`src/include/display_cfg.svh`:
```
`ifndef DISPLAY_CFG_SVH
`define DISPLAY_CFG_SVH

// ----------------------------------------------------------
// display geometry
// ----------------------------------------------------------

// pixels per line and lines per frame.
`define DISPLAY_WIDTH 640
`define DISPLAY_HEIGHT 400

// memory depth and cursor wrap point.
`define DISPLAY_PIXELS (`DISPLAY_WIDTH * `DISPLAY_HEIGHT)

// linear pixel index and grey level widths.
`define PIXEL_ADDRESS_BITS 18
`define PIXEL_COLOUR_BITS 4

// ----------------------------------------------------------
// register port
// ----------------------------------------------------------

`define AXIL_ADDRESS_BITS 4
`define AXIL_DATA_BITS 32

`endif

```
`src/source/display_pkg.sv`:
```
`include "display_cfg.svh"

package display_pkg;

    // ----------------------------------------------------------
    // pixel store types
    // ----------------------------------------------------------

    // row times the line width plus column.
    typedef logic [`PIXEL_ADDRESS_BITS-1:0] pixel_address_t;

    // grey level, 0 is black.
    typedef logic [`PIXEL_COLOUR_BITS-1:0] pixel_colour_t;

    // ----------------------------------------------------------
    // register port types
    // ----------------------------------------------------------

    typedef logic [`AXIL_ADDRESS_BITS-1:0] axil_address_t;
    typedef logic [`AXIL_DATA_BITS-1:0] axil_data_t;
    typedef logic [1:0] axil_response_t;

    // only the two codes this slave returns.
    localparam axil_response_t RESPONSE_OKAY = 2'b00;
    localparam axil_response_t RESPONSE_SLVERR = 2'b10;

    // register slave transaction states.
    typedef enum logic [1:0] {
        IDLE,
        WRITE_RESPONSE,
        READ_RESPONSE
    } writer_state_t;

endpackage

```
`src/source/display_scanner.sv`:
```
`timescale 1ns/1ps
`include "display_cfg.svh"

module display_scanner
    import display_pkg::*;
(
    input  logic           clock_in,
    input  logic           reset_n_in,

    output pixel_address_t pixel_read_address,
    output logic           pixel_read_frame_complete,
    input  pixel_colour_t  pixel_read_data,

    output pixel_colour_t  display_pixel,
    output logic           display_pixel_valid,
    output logic           display_frame_start
);

    // last linear address of the frame.
    logic frame_end;

    // ----------------------------------------------------------
    // raster address
    // ----------------------------------------------------------

    assign frame_end = (pixel_read_address == pixel_address_t'(`DISPLAY_PIXELS - 1));

    // one pixel per clock, no blanking, straight back to 0 after the end.
    always_ff @(posedge clock_in) begin
        if (!reset_n_in) begin
            pixel_read_address <= '0;
        end else if (frame_end) begin
            pixel_read_address <= '0;
        end else begin
            pixel_read_address <= pixel_read_address + 1'b1;
        end
    end

    // issued with the last address so the buffers swap before
    // address 0 of the next frame is read.
    assign pixel_read_frame_complete = frame_end;

    // ----------------------------------------------------------
    // pixel stream
    // ----------------------------------------------------------

    // markers are delayed one cycle to line up with the memory read.
    always_ff @(posedge clock_in) begin
        if (!reset_n_in) begin
            display_pixel_valid <= 1'b0;
            display_frame_start <= 1'b0;
        end else begin
            display_pixel_valid <= 1'b1;
            display_frame_start <= (pixel_read_address == '0);
        end
    end

    assign display_pixel = pixel_read_data;

endmodule

```
`config.mk`:
```
export PLATFORM = sky130hd
export DESIGN_NAME = display_scanner
export DESIGN_NICKNAME = d
export VERILOG_FILES = /design/src/source/display_pkg.sv /design/src/source/display_scanner.sv
export VERILOG_INCLUDE_DIRS = /design/src /design/src/include
export SDC_FILE = /design/constraint.sdc
export NUM_CORES = 1
export LEC_CHECK = 0
export ABC_AREA = 1
export CORE_MARGIN = 2
export CORE_UTILIZATION = 45
export CTS_BUF_LIST = sky130_fd_sc_hd__clkbuf_16
export CTS_CLUSTER_DIAMETER = 200
export DETAILED_ROUTE_END_ITERATION = 8
export DONT_BUFFER_PORTS = 1
export GPL_TIMING_DRIVEN = 0
export PLACE_DENSITY = 0.7
export RECOVER_POWER = 50
export SLEW_MARGIN = 20
export SYNTH_ARGS = -nofsm -noshare
export SYNTH_HDL_FRONTEND = slang
export SYNTH_SLANG_ARGS = --single-unit
export TNS_END_PERCENT = 100
```
`constraint.sdc`:
```
create_clock -name clock_in -period 1.6 [get_ports clock_in]
set_input_delay 0.16 -clock clock_in [delete_from_list [all_inputs] [get_ports clock_in]]
set_output_delay 0.16 -clock clock_in [all_outputs]
set_load 0.01 [all_outputs]
```
==> summary.txt <==
Clock network
  • Clk root buf: clkbuf_16
  • CTS Buffer Depth: 2
  • CTS H-tree depth: 1
  • Clock transition at path regs: 50 ps
  • Clk_lat worst skew: 250 ps
  • CTS Buf Count: 3
  • CTS tree: yes
  • CTS Sinks: 20

Timing
  • Fin. Hold Viols: 0
  • Slew headroom: 0.781
  • Fin crit share: 0.943
  • Worst-Margin Slew: 328 ps
  • Worst Skew: 0.621 ps
  • Setup TNS: 0 ps
  • Fin. max-slew vios: 0
  • Fmax: 0.663 GHz
  • Tmin final: 1510 ps
  • # setup viols final: 0

Drt
  • Residual DRC: 0
  • DR iter-0 viols: 10
  • Drt wl/cell: 12.4 microns
  • First-pass iteration count of the detailed router: 4
  • Post-DRT Antenna Nets: 0
  • Vias/cell: 5.13
  • Final wirelength: 2250 microns
  • Routed via count: 934

Synthesis
  • Syn Std Cell Area: 1070 sq um
  • Net Count, Synth: 156
  • Register area share after synthesis: 0.374
  • Synth Area per Inst: 7.23 sq um
  • Post-synthesis register bit count: 20
  • Post-Syn Instances: 148
  • Unique masters post-synth: 22
  • Ys Warns: 0

Power
  • Max VDD drop: 0.621 mV
  • Logic gate share of total power: 0.050
  • Sw Share: 0.204
  • PD cells: 894 nW/um^2
  • NetSw: 0.222 mW
  • Sequential Power Share: 0.484
  • Cell Int Power: 0.863 mW
  • P_leak: 0.429 nW
  • Pwr Total: 1.09 mW
  • Clock network power share: 0.466

Status
  • Outcome: complete, no violations

Setup path
  • Worst Setup Path Type: reg2out
  • Reg2Reg Setup Slack: 110 ps
  • Worst Path Arrival: 1350 ps
  • Max FO, Critical Path: 5
  • Worst setup SP type: flop
  • Slowest CP cell: dfxtp_2
  • Critical path's largest stage delay: 380 ps
  • Top Family by Delay on Critical Path: simple AND/OR/NAND/NOR gates
  • Cell Chain, Critical Path: ha_2, nand2_2, nor2_4, nand3_4, nor2_4
  • Most frequent CP cell: nor2_4
  • CP bufs+invs: 0
  • Crit path required time: 1440 ps
  • Critical Path Sink Type: output pin

Flow run
  • Max-cap violations: 0

Global route
  • Total grt overflow: 0
  • First-pass GRT wire length: 3810 microns
  • Vias in the first global route: 833
  • Pin count of the biggest net entering global routing: 11
  • Initial antenna violation count: 0
  • Overall global routing resource usage: 0.191

Die
  • Rows: 17
  • Core area: 2230 sq um
  • Die Ht: 52.8 microns
  • Initial core utilization: 0.479
  • DIE AREA: 2780 sq um
  • Die width: 52.8 microns
  • I/O pin cnt: 31

Cells and area
  • N_diodes: 0
  • Share of cells above drive strength 1: 0.169
  • Commonest non-fill, non-tap cell in the layout: nand2_1
  • Fill count: 236
  • Area growth, synth to finish: 13.4%
  • Sequential cell area: 408 sq um
  • Commonest cells after routing, fill and taps aside: nand2_1, nor2_1, inv_1, dfxtp_1, nand3_1
  • Multi-input gate area: 581 sq um
  • Nets: 164

Placed design
  • Dpl hpwl: 1670 microns
  • Port bufs: 0
  • Final Wtd Congestion: 0.860

Min path
  • Worst hold path class: in2reg
power by group through the flow:
stage	Clock (mW)	Sequential [mW]	Combinational [mW]
final	0.506	0.526	0.0539
after global routing	0.538	0.528	0.0601
after CTS	0.511	0.527	0.0572
after detailed placement	0	0.537	0.0511
after global placement	0	0.536	0.0505
after floorplan	0	0.534	0.0434
layer usage:
| metal | track usage | wire length [microns] |
|---|---|---|
| met1 | 0.232 | 980 |
| met2 | 0.304 | 1050 |
| met3 | 0.0571 | 168 |
| met4 | 0.0940 | 52 |
| met5 | 0 | 0 |
cell type report:
type / instances / area share
Buffer: 5 / 0.0247
Clock buffer: 3 / 0.0619
Inverter: 16 / 0.0495
Multi-Input combinational cell: 107 / 0.478
Sequential cell: 20 / 0.336
Tap cell: 28 / 0.0289
Timing Repair Buffer: 3 / 0.0206
worst paths after layout:
| check | from | endpoint | depth (start not counted) |
|---|---|---|---|
| setup / recovery | pixel_read_address[1] | pixel_read_frame_complete | 5 |
| hold / removal | reset_n_in | pixel_read_address[13] | 4 |
| setup reg to reg | pixel_read_address[1] | pixel_read_address[5] | 7 |
| hold reg to reg | pixel_read_address[0] | pixel_read_address[0] | 1 |
sequential cells by signal, summed over array words and instances, names as in the netlist:
| register | cells |
|---|---|
| pixel_read_address | 18 |
| display_pixel_valid | 1 |
| display_frame_start | 1 |
synthesized netlist by cell type:
library cell / instances / area (sq um)
nand2_1: 35 / 131
nor2_1: 24 / 90.1
dfxtp_1: 20 / 400
inv_1: 16 / 60.1
nand3_1: 10 / 50.1
nor2_2: 8 / 50.1
xor2_1: 6 / 52.6
a21oi_1: 4 / 20.0
buf_4: 4 / 30.0
nor4_1: 3 / 18.8
xnor2_1: 3 / 26.3
ha_1: 2 / 25.0
nand4_1: 2 / 12.5
nor2_4: 2 / 22.5
o21ai_0: 2 / 10.0
buf_6: 1 / 11.3
nand2_2: 1 / 6.26
nand3_4: 1 / 17.5
nor3_1: 1 / 5.00
o21ai_4: 1 / 16.3
o21bai_1: 1 / 7.51
or2_0: 1 / 6.26
tightest hold or removal path: stages:
cell and delay [ps]:
inv_1 30, nor2_1 50, nand2_1 60, inv_1 30
per-stage QoR:
stage / instances / hold WS, ps / setup slack (ps) / cell area (sq um) / utilization
final: 182 / 107 / 91.7 / 1210 / 0.543
after global routing: 182 / 122 / -1.39 / 1210 / 0.543
after CTS: 182 / 120 / 9.11 / 1210 / 0.542
after detailed placement: 176 / 188 / -123 / 1100 / 0.495
after global placement: 176 / 188 / -87.9 / 1100 / 0.495
after floorplan: 148 / 188 / 113 / 1070 / -
cell families after synthesis:
kind of cell             Yosys count  share of synthesized area
AND/OR/NAND/NOR                   88                      0.384
adder cells (fa/ha/maj)            2                     0.0234
AO/OA/AOI/OAI                      8                     0.0503
buffers and inverters             21                     0.0947
flip-flops                        20                      0.374
XOR/XNOR                           9                     0.0737
what timing repair did:
item | in CTS | in global routing
pin swaps | 1 | 1
endpoints found under the setup margin | 13 | 12
setup buffers | 2 | 0
hold buffers | 1 | 0
gates resized for setup | 3 | 7
endpoints found under the hold margin | 1 | 0
(Power assumes the default switching activity.)
