## src/include/display_cfg.svh

```systemverilog
`ifndef DISPLAY_CFG_SVH
`define DISPLAY_CFG_SVH

// ----------------------------------------------------------
// display geometry
// ----------------------------------------------------------

// pixels per line and lines per frame.
`define DISPLAY_WIDTH 640
`define DISPLAY_HEIGHT 400

// memory depth and cursor wrap point.
`define DISPLAY_PIXELS (`DISPLAY_WIDTH * `DISPLAY_HEIGHT)

// linear pixel index and grey level widths.
`define PIXEL_ADDRESS_BITS 18
`define PIXEL_COLOUR_BITS 4

// ----------------------------------------------------------
// register port
// ----------------------------------------------------------

`define AXIL_ADDRESS_BITS 4
`define AXIL_DATA_BITS 32

`endif

```

## src/source/display_pkg.sv

```systemverilog
`include "display_cfg.svh"

package display_pkg;

    // ----------------------------------------------------------
    // pixel store types
    // ----------------------------------------------------------

    // row times the line width plus column.
    typedef logic [`PIXEL_ADDRESS_BITS-1:0] pixel_address_t;

    // grey level, 0 is black.
    typedef logic [`PIXEL_COLOUR_BITS-1:0] pixel_colour_t;

    // ----------------------------------------------------------
    // register port types
    // ----------------------------------------------------------

    typedef logic [`AXIL_ADDRESS_BITS-1:0] axil_address_t;
    typedef logic [`AXIL_DATA_BITS-1:0] axil_data_t;
    typedef logic [1:0] axil_response_t;

    // only the two codes this slave returns.
    localparam axil_response_t RESPONSE_OKAY = 2'b00;
    localparam axil_response_t RESPONSE_SLVERR = 2'b10;

    // register slave transaction states.
    typedef enum logic [1:0] {
        IDLE,
        WRITE_RESPONSE,
        READ_RESPONSE
    } writer_state_t;

endpackage

```

## src/source/pixel_writer_axil.sv

```systemverilog
`timescale 1ns/1ps
`include "display_cfg.svh"

module pixel_writer_axil
    import display_pkg::*;
(
    input  logic           clock_in,
    input  logic           reset_n_in,

    input  axil_address_t  axil_awaddr,
    input  logic           axil_awvalid,
    output logic           axil_awready,

    input  axil_data_t     axil_wdata,
    input  logic           axil_wvalid,
    output logic           axil_wready,

    output axil_response_t axil_bresp,
    output logic           axil_bvalid,
    input  logic           axil_bready,

    input  axil_address_t  axil_araddr,
    input  logic           axil_arvalid,
    output logic           axil_arready,

    output axil_data_t     axil_rdata,
    output axil_response_t axil_rresp,
    output logic           axil_rvalid,
    input  logic           axil_rready,

    output pixel_address_t pixel_write_address,
    output pixel_colour_t  pixel_write_data,
    output logic           pixel_write_enable,
    output logic           switch_write_buffer,
    input  logic           pixel_write_buffer_ready,
    input  logic           displayed_buffer
);

    // register map.
    localparam axil_address_t CURSOR_OFFSET = 4'h0;
    localparam axil_address_t PIXEL_OFFSET = 4'h4;
    localparam axil_address_t CONTROL_OFFSET = 4'h8;

    writer_state_t state;

    pixel_address_t cursor;
    pixel_address_t cursor_next;
    pixel_address_t cursor_written;

    logic write_present;
    logic write_accept;
    logic read_accept;

    axil_response_t write_response;
    axil_response_t read_response;
    axil_data_t read_value;

    // ----------------------------------------------------------
    // handshakes
    // ----------------------------------------------------------

    // address and data are taken in the same cycle, and a pending
    // write keeps any read waiting.
    assign write_present = axil_awvalid | axil_wvalid;
    assign write_accept = (state == IDLE) && axil_awvalid && axil_wvalid;
    assign read_accept = (state == IDLE) && axil_arvalid && !write_present;

    assign axil_awready = write_accept;
    assign axil_wready = write_accept;
    assign axil_arready = read_accept;

    assign axil_bvalid = (state == WRITE_RESPONSE);
    assign axil_rvalid = (state == READ_RESPONSE);

    always_ff @(posedge clock_in) begin
        if (!reset_n_in) begin
            state <= IDLE;
        end else begin
            case (state)
                IDLE: begin
                    if (write_accept) begin
                        state <= WRITE_RESPONSE;
                    end else if (read_accept) begin
                        state <= READ_RESPONSE;
                    end
                end
                WRITE_RESPONSE: begin
                    if (axil_bready) begin
                        state <= IDLE;
                    end
                end
                READ_RESPONSE: begin
                    if (axil_rready) begin
                        state <= IDLE;
                    end
                end
                default: begin
                    state <= IDLE;
                end
            endcase
        end
    end

    // ----------------------------------------------------------
    // cursor
    // ----------------------------------------------------------

    // wraps back to the first pixel after the last one.
    assign cursor_next = (cursor == pixel_address_t'(`DISPLAY_PIXELS - 1)) ?
                         '0 : cursor + 1'b1;

    // values past the end of the frame land on pixel 0.
    assign cursor_written = (axil_wdata >= axil_data_t'(`DISPLAY_PIXELS)) ?
                            '0 : axil_wdata[`PIXEL_ADDRESS_BITS-1:0];

    // ----------------------------------------------------------
    // register decode
    // ----------------------------------------------------------

    always_comb begin
        write_response = RESPONSE_OKAY;
        if (axil_awaddr == PIXEL_OFFSET) begin
            // hidden buffer is locked while a swap is pending.
            if (!pixel_write_buffer_ready) begin
                write_response = RESPONSE_SLVERR;
            end
        end else if (axil_awaddr != CURSOR_OFFSET && axil_awaddr != CONTROL_OFFSET) begin
            write_response = RESPONSE_SLVERR;
        end
    end

    always_comb begin
        read_value = '0;
        read_response = RESPONSE_OKAY;
        case (axil_araddr)
            CURSOR_OFFSET: begin
                read_value = axil_data_t'(cursor);
            end
            PIXEL_OFFSET: begin
                // write only, reads back as zero.
                read_value = '0;
            end
            CONTROL_OFFSET: begin
                read_value = {{(`AXIL_DATA_BITS - 2){1'b0}}, displayed_buffer,
                              pixel_write_buffer_ready};
            end
            default: begin
                read_response = RESPONSE_SLVERR;
            end
        endcase
    end

    // ----------------------------------------------------------
    // register updates
    // ----------------------------------------------------------

    always_ff @(posedge clock_in) begin
        if (!reset_n_in) begin
            cursor <= '0;
            pixel_write_enable <= 1'b0;
            switch_write_buffer <= 1'b0;
        end else begin
            pixel_write_enable <= 1'b0;
            switch_write_buffer <= 1'b0;
            if (write_accept) begin
                if (axil_awaddr == CURSOR_OFFSET) begin
                    cursor <= cursor_written;
                end else if (axil_awaddr == PIXEL_OFFSET && pixel_write_buffer_ready) begin
                    pixel_write_enable <= 1'b1;
                    cursor <= cursor_next;
                end else if (axil_awaddr == CONTROL_OFFSET) begin
                    switch_write_buffer <= axil_wdata[0];
                end
            end
        end
    end

    // write payload and responses, captured at the handshake.
    always_ff @(posedge clock_in) begin
        if (write_accept) begin
            pixel_write_address <= cursor;
            pixel_write_data <= axil_wdata[`PIXEL_COLOUR_BITS-1:0];
            axil_bresp <= write_response;
        end
        if (read_accept) begin
            axil_rdata <= read_value;
            axil_rresp <= read_response;
        end
    end

endmodule
```

## config.mk

```make
export PLATFORM = sky130hd
export DESIGN_NAME = pixel_writer_axil
export DESIGN_NICKNAME = d
export VERILOG_FILES = /design/src/source/display_pkg.sv /design/src/source/pixel_writer_axil.sv
export VERILOG_INCLUDE_DIRS = /design/src /design/src/include
export SDC_FILE = /design/constraint.sdc
export NUM_CORES = 1
export LEC_CHECK = 0
export BUFFER_PORTS_ARGS = -buffer_cell sky130_fd_sc_hd__buf_2
export CAP_MARGIN = 10
export CORE_AREA = 2 2 92 102
export CTS_CLUSTER_DIAMETER = 120
export DETAILED_ROUTE_END_ITERATION = 10
export DIE_AREA = 0 0 94 104
export RECOVER_POWER = 25
export SYNTH_ARGS = -nofsm -noshare
export SYNTH_HDL_FRONTEND = slang
export SYNTH_SLANG_ARGS = --single-unit
```

## constraint.sdc

```tcl
create_clock -name clock_in -period 3.5 [get_ports clock_in]
set_input_delay 0.7 -clock clock_in [delete_from_list [all_inputs] [get_ports clock_in]]
set_output_delay 0.7 -clock clock_in [all_outputs]
set_load 0.02 [all_outputs]
```

==> results.cfg, run 1 <==
[pwr]
p_per_area_nw_per_um2 = 447
power_leakage_nw = 1.41
power.total_w = 0.00167
peakVddDrop_uv = 207

[critical_path]
worst_setup_path_start_kind = register
reg2reg_from = cursor[0]
crit_start = cursor[0]
criticalPathCategory = register to register
cp_max_fo = 7
cp_data_arrival_time_ps = 2490
endpoint_kind = register
critPathRequiredTime_ps = 3710
ff2ff_setup_slack_ps = 1230

[global_routing]
grt_pass1_wl_um = 11700
track_usage = 0.154
grt_remaining_overflow = 0
grt_max_degree = 27
grt_pass1_vias = 2226
antenna_found_initial = 0

[finish]
stdcell_count = 488
antenna_cells = 0
drive_gt1_frac = 0.318
nets = 419
syn_to_final_growth_pct = 25.0
final_util = 0.425

[yosys]
synthTopCellsByArea = edfxtp_1 42%, dfxtp_1 15%, buf_4 4.3%
yosysWarnings = 0
ys_ff_latch = 64
syn_avg_cell_area_um2 = 11.1
synth.top_cell.area_share = 0.422
synth_area_leader_cell = edfxtp_1
syn_inst = 270
synthesis.area_um2 = 2990
synth_sequential_area_ratio = 0.570
synth.distinct_cells = 53

[route]
num_vias = 2476
wirelength_um = 7570
detail_route.vias_per_cell = 5.07
drc = 0
ant_nets = 0
drt_iter0_markers = 179
first_pass_iters = 4
wl_per_cell_um = 15.5

[clocking]
cts_tree = built
post_cts_resized = 0
ctsHoldBuffers = 0
cts_root_buf = clkbuf_8
path_clk_slew_ps = 70
post_cts_buffers = 0
cts-htree-levels = 3
cts_sinks = 64
clock_latency_ps = 340
cts_buffers = 9
cts_buffer_depth = 2

[place]
gpl.final_weighted_congestion = 0.841
dp.cells = 472
pre_cts_ws_ps = 1020
port_buffers = 97
hpwl_um = 5460

[die]
start_util = 0.340
die_area_um2 = 9780
core_area_um2 = 8780
ios = 114
rows = 36
die_height_um = 104
dieWidth_um = 94

[timing]
drv_slew = 0
relSlewSlack = 0.220
setup_viol_count_final = 0
fmax_mhz = 440
finalHoldViolations = 0
fin_ws_ps = 1230
fin_skew_ps = 10.5
period_share = 0.650
max_slew.worst_pin.slew_ps = 1170
totalNegativeSetupSlack_ps = 0
period_needed_ps = 2270
rsz0062_at_grt = false

[worst_hold_path]
hold_class = register to register
hold_start = state[0]

[outcome]
status = finished clean

[run]
drv_cap = 0
-- layer usage --
layer | vias to the layer above | track usage | wire, um | share of wire
met5 | - | 0 | 0 | 0
li1 | 1197 | - | - | -
met2 | 112 | 0.232 | 3500 | 0.46
met3 | 10 | 0.0312 | 504 | 0.067
met4 | 0 | 0.0652 | 156 | 0.021
met1 | 1157 | 0.216 | 3420 | 0.45
-- where the power goes --
part	switching, W	internal [W]	leakage, nW
Sequential	0.0000143	0.000827	0.570
Combinational	0.0000953	0.0000457	0.741
Clock	0.000288	0.000398	0.102
-- flip-flops by register name, summed over array words and instances (netlist names), 2 cells and up --
| signal | flops |
|---|---|
| state | 2 |
| axil_rdata | 18 |
| pixel_write_address | 18 |
| cursor | 18 |
| pixel_write_data | 4 |
-- kinds of logic after synthesis --
family,Yosys count,share of synthesized area
other,1,0.00126
AND/OR/NAND/NOR,104,0.212
flip-flops,64,0.570
AO/OA/AOI/OAI,63,0.135
buffers and inverters,34,0.0675
multiplexers,3,0.0105
adder cells (fa/ha/maj),1,0.00419
-- stage by stage --
stage	instance area, um^2	hold slack [ps]
after floorplan	3040	403
after global placement	3530	490
after detailed placement	3530	487
after CTS	3740	500
after global routing	3730	540
final	3730	497
-- path summary, 6_finish.rpt --
path               end  cells after the start
min reg2reg   state[1]                      1
min           state[1]                      1
max reg2reg  cursor[5]                      7
max          cursor[5]                      7
-- cell usage in the layout, fill, tap and decap left out, types with 3 or more instances in the layout --
| cell type | Yosys | layout |
|---|---|---|
| o21ai_0 | 10 | 10 |
| nand2_1 | 18 | 18 |
| a221oi_1 | 4 | 4 |
| clkbuf_1 | 9 | 7 |
| inv_1 | 5 | 5 |
| nand4_1 | 6 | 6 |
| nor4b_1 | 5 | 5 |
| a31oi_1 | 3 | 3 |
| a32oi_1 | 3 | 3 |
| nor2b_1 | 3 | 3 |
| o21ai_1 | 5 | 5 |
| clkbuf_8 | 0 | 9 |
| o211ai_1 | 4 | 4 |
| o22ai_1 | 5 | 5 |
| edfxtp_1 | 42 | 42 |
| nor3_1 | 7 | 6 |
| conb_1 | 1 | 16 |
| buf_4 | 17 | 4 |
| a21oi_1 | 17 | 17 |
| buf_2 | 2 | 92 |
| and2_1 | 15 | 15 |
| nor4_1 | 6 | 6 |
| and4_1 | 4 | 4 |
| nand3_1 | 9 | 9 |
| dfxtp_1 | 22 | 22 |
| nor2_1 | 15 | 15 |
-- synthesized netlist by cell type (all sizes together) --
cell	count
o2111ai	2
a211o	1
edfxtp	42
nor3b	2
nor4b	5
ha	1
and3	2
mux2	1
conb	1
nor2	15
nand2	18
and4bb	1
a21o	1
a211oi	1
inv	5
and4	4
clkbuf	9
o31ai	1
a21boi	1
and4b	1
nor3	8
dfxtp	22
or4b	1
nand4b	1
nor2b	3
and2	15
nand3	10
o22ai	5
or3	1
or4	1
o211ai	5
nand2b	1
nand4	7
a22oi	1
nor4	8
a221oi	4
a2bb2oi	2
o21ai	15
o21a	1
mux2i	2
a21oi	17
a32oi	3
buf	20
a31oi	3
-- critical path, cell delays in order, from the launching register on --
cell      delay [ps]
dfxtp_1          460
ha_1             260
nand3_1          170
nor4_2           440
a21oi_1          230
buf_4            220
a221oi_1         280
nor3_1            90
-- final cells by class --
class | count | area, um^2
multi-input combinational | 187 | 1140
tap | 114 | 143
clock buffer | 10 | 128
sequential | 64 | 1700
timing repair buffer | 102 | 513
inverter | 5 | 18.8
clock inverter | 6 | 85.1
fill | 874 | 5050
Power figures use the tool's default switching activity.
==> run 2: changes to the inputs <==
--- a/config.mk
+++ b/config.mk
@@ -6,12 +6,13 @@
 export SDC_FILE = /design/constraint.sdc
 export NUM_CORES = 1
 export LEC_CHECK = 0
+export ABC_AREA = 1
 export BUFFER_PORTS_ARGS = -buffer_cell sky130_fd_sc_hd__buf_2
 export CAP_MARGIN = 10
-export CORE_AREA = 2 2 92 102
+export CORE_AREA = 2 2 94 105
 export CTS_CLUSTER_DIAMETER = 120
 export DETAILED_ROUTE_END_ITERATION = 10
-export DIE_AREA = 0 0 94 104
+export DIE_AREA = 0 0 96 107
 export RECOVER_POWER = 25
 export SYNTH_ARGS = -nofsm -noshare
 export SYNTH_HDL_FRONTEND = slang
==> constraint.sdc (replaced) <==
create_clock -name clock_in -period 2.04 [get_ports clock_in]
set_input_delay 0.408 -clock clock_in [delete_from_list [all_inputs] [get_ports clock_in]]
set_output_delay 0.408 -clock clock_in [all_outputs]
set_load 0.02 [all_outputs]
==> run 2 against run 1 <==
  * Area after synthesis is 4.8% higher
  * Sequential cell count unchanged
  * Die area increased by 5.1%
  * Sequential power up 70%
  * Critical path depth shrank 3
  * Total power grew 62%
  * Combinational power up 86%
  * Utilization is 0.15 points lower
  * Synthesized cell count increased by 34%
  * Cell count is 22% higher
  * Wire length grew 5.7%
  * Largest power group unchanged
==> results.cfg, run 2 <==
[critical_path]
crit_start = state[0]
critPathRequiredTime_ps = 1630
worst_setup_path_start_kind = register
reg2regPathDepth = 9
crit_buf_inv = 2
worstSetupEndpoint = axil_awready
cp_max_fo = 5
max_stage_delay_ps = 330
cp_slowest_cell = dfxtp_1
reg2reg_from = cursor[0]
ff2ff_setup_slack_ps = 380
criticalPathCategory = register to primary output
path_depth = 4
r2r-end = cursor[11]
worstPathCellList = nor2_1 > nand3_2 > inv_1 > buf_2
endpoint_kind = primary output
cp_top_family = buffers and inverters
cp_data_arrival_time_ps = 1510

[finish]
top_regs = axil_rdata (18), cursor (18), pixel_write_address (18)
final_common_cell = buf_2
layout_common_cells = 93 x buf_2, 69 x nand2_1, 54 x nor2_1
antenna_cells = 0
n_fill_cell = 949
syn_to_final_growth_pct = 24.7
nets = 523
drive_gt1_frac = 0.280

[route]
wl_per_cell_um = 13.5
ant_nets = 0
num_vias = 2719
first_pass_iters = 4
wirelength_um = 8010
drc = 0
drt_iter0_markers = 109
detail_route.vias_per_cell = 4.57

[global_routing]
track_usage = 0.167
grt_pass1_vias = 2613
antenna_found_initial = 0
grt_max_degree = 19
grt_pass1_wl_um = 12800
grt_remaining_overflow = 0

[clocking]
cts_sinks = 64
cts_tree = built
cts_buffers = 9
path_clk_slew_ps = 60
cts_buffer_depth = 2
post_cts_buffers = 0
cts_root_buf = clkbuf_8
cts-htree-levels = 3
clock_latency_ps = 340
ctsHoldBuffers = 0
post_cts_resized = 0

[place]
gpl.final_weighted_congestion = 0.890
pre_cts_ws_ps = 342
port_buffers = 97
hpwl_um = 6100

[yosys]
synthTopCellsByCount = 69 x nand2_1, 54 x nor2_1, 43 x inv_1
synth_compound_area_frac = 0.0864
ys_ff_latch = 64
synth.top_cell.area_share = 0.403
ys.flop_type = edfxtp_1
synth_top_family_by_area = simple AND/OR/NAND/NOR gates
synth-async-reset-ratio = 0
syn_avg_cell_area_um2 = 8.67
synthesis.area_um2 = 3130
synth_area_leader_cell = edfxtp_1
synth.distinct_cells = 30
synth_sequential_area_ratio = 0.544
post-synth-top-count-cell = nand2_1
synth_xor_area_frac = 0.00840
syn_inst = 361
yosysWarnings = 0
synthSimpleGateAreaFrac = 0.242
synthMuxAreaShare = 0
synth-edff-count = 42
synthTopCellsByArea = edfxtp_1 40%, dfxtp_1 14%, nand2_1 8.3%
yosys.area_share.adder = 0.00400

[die]
start_util = 0.340
die_area_um2 = 10300
die_height_um = 107
ios = 114
rows = 37
dieWidth_um = 96
core_area_um2 = 9210

[pwr]
power_leakage_nw = 1.62
p_per_area_nw_per_um2 = 693
peakVddDrop_uv = 254

[worst_hold_path]
min_path_cells = 1
hold_start = axil_wdata[2]
hold_class = input pin to register

[timing]
fin_ws_ps = 121
fmax_mhz = 521
period_needed_ps = 1920
max_slew.worst_pin.slew_ps = 845
relSlewSlack = 0.437
rsz0062_at_grt = false
totalNegativeSetupSlack_ps = 0
finalHoldViolations = 0
setup_viol_count_final = 0
drv_slew = 0
fin_skew_ps = 4.96
period_share = 0.941

[outcome]
status = finished clean

[run]
drv_cap = 0
run 2: power by group:
group / internal, W / switching [W] / leakage, nW / total, W
sequential: 0.00142 / 0.0000159 / 0.571 / 0.00143
clock: 0.000552 / 0.000456 / 0.0922 / 0.00101
combinational: 0.0000848 / 0.000177 / 0.954 / 0.000262
run 2: metal layers:
layer / vias to the layer above / global-route usage / wire [um] / part of all wire
li1: 1377 / - / - / -
met1: 1230 / 0.212 / 3510 / 0.44
met2: 104 / 0.265 / 3830 / 0.48
met3: 8 / 0.0527 / 560 / 0.070
met4: 0 / 0.0622 / 102 / 0.013
met5: - / 0 / 0 / 0
run 2: worst register-to-register path: cells and delay by family, from the launching register on:
| family | cells | cell delay, ps |
|---|---|---|
| fa+ha+maj | 1 | 230 |
| flops | 1 | 340 |
| simple gates | 6 | 670 |
| buf+inv | 1 | 220 |
| compound gates | 1 | 140 |
run 2: stage by stage:
stage | cell area, um^2 | utilization | hold slack (ps) | power, W | cells
floorplan | 3190 | - | 407 | 0.00163 | 376
global placement | 3740 | 0.406 | 448 | 0.00172 | 579
detailed placement | 3740 | 0.406 | 455 | 0.00173 | 579
CTS | 3920 | 0.426 | 247 | 0.00274 | 595
global route | 3900 | 0.423 | 268 | 0.00282 | 595
finish | 3900 | 0.423 | 292 | 0.00270 | 595
run 2: how the worst min path moves through the flow:
stage / end / slack, ps
6_report: pixel_write_data[2] / 290
5_1_grt: pixel_write_data[2] / 270
4_1_cts: pixel_write_data[2] / 250
3_5_place_dp: pixel_write_address[3] / 460
3_3_place_gp: pixel_write_address[3] / 450
2_1_floorplan: pixel_write_address[11] / 410
run 2: cell families after synthesis:
family | count (synthesis)
AND/OR/NAND/NOR | 174
buffers and inverters | 70
flip-flops | 64
AO/OA/AOI/OAI | 48
XOR/XNOR | 3
adder cells (fa/ha/maj) | 1
other | 1
run 2: final cells by class:
type,instances,area (um^2),share of cell area
multi-input combinational,242,1130,0.290
sequential,64,1700,0.436
timing repair buffer,111,571,0.146
inverter,45,171,0.0439
clock buffer,11,131,0.0337
tap,117,146,0.0375
clock inverter,5,47.5,0.0122
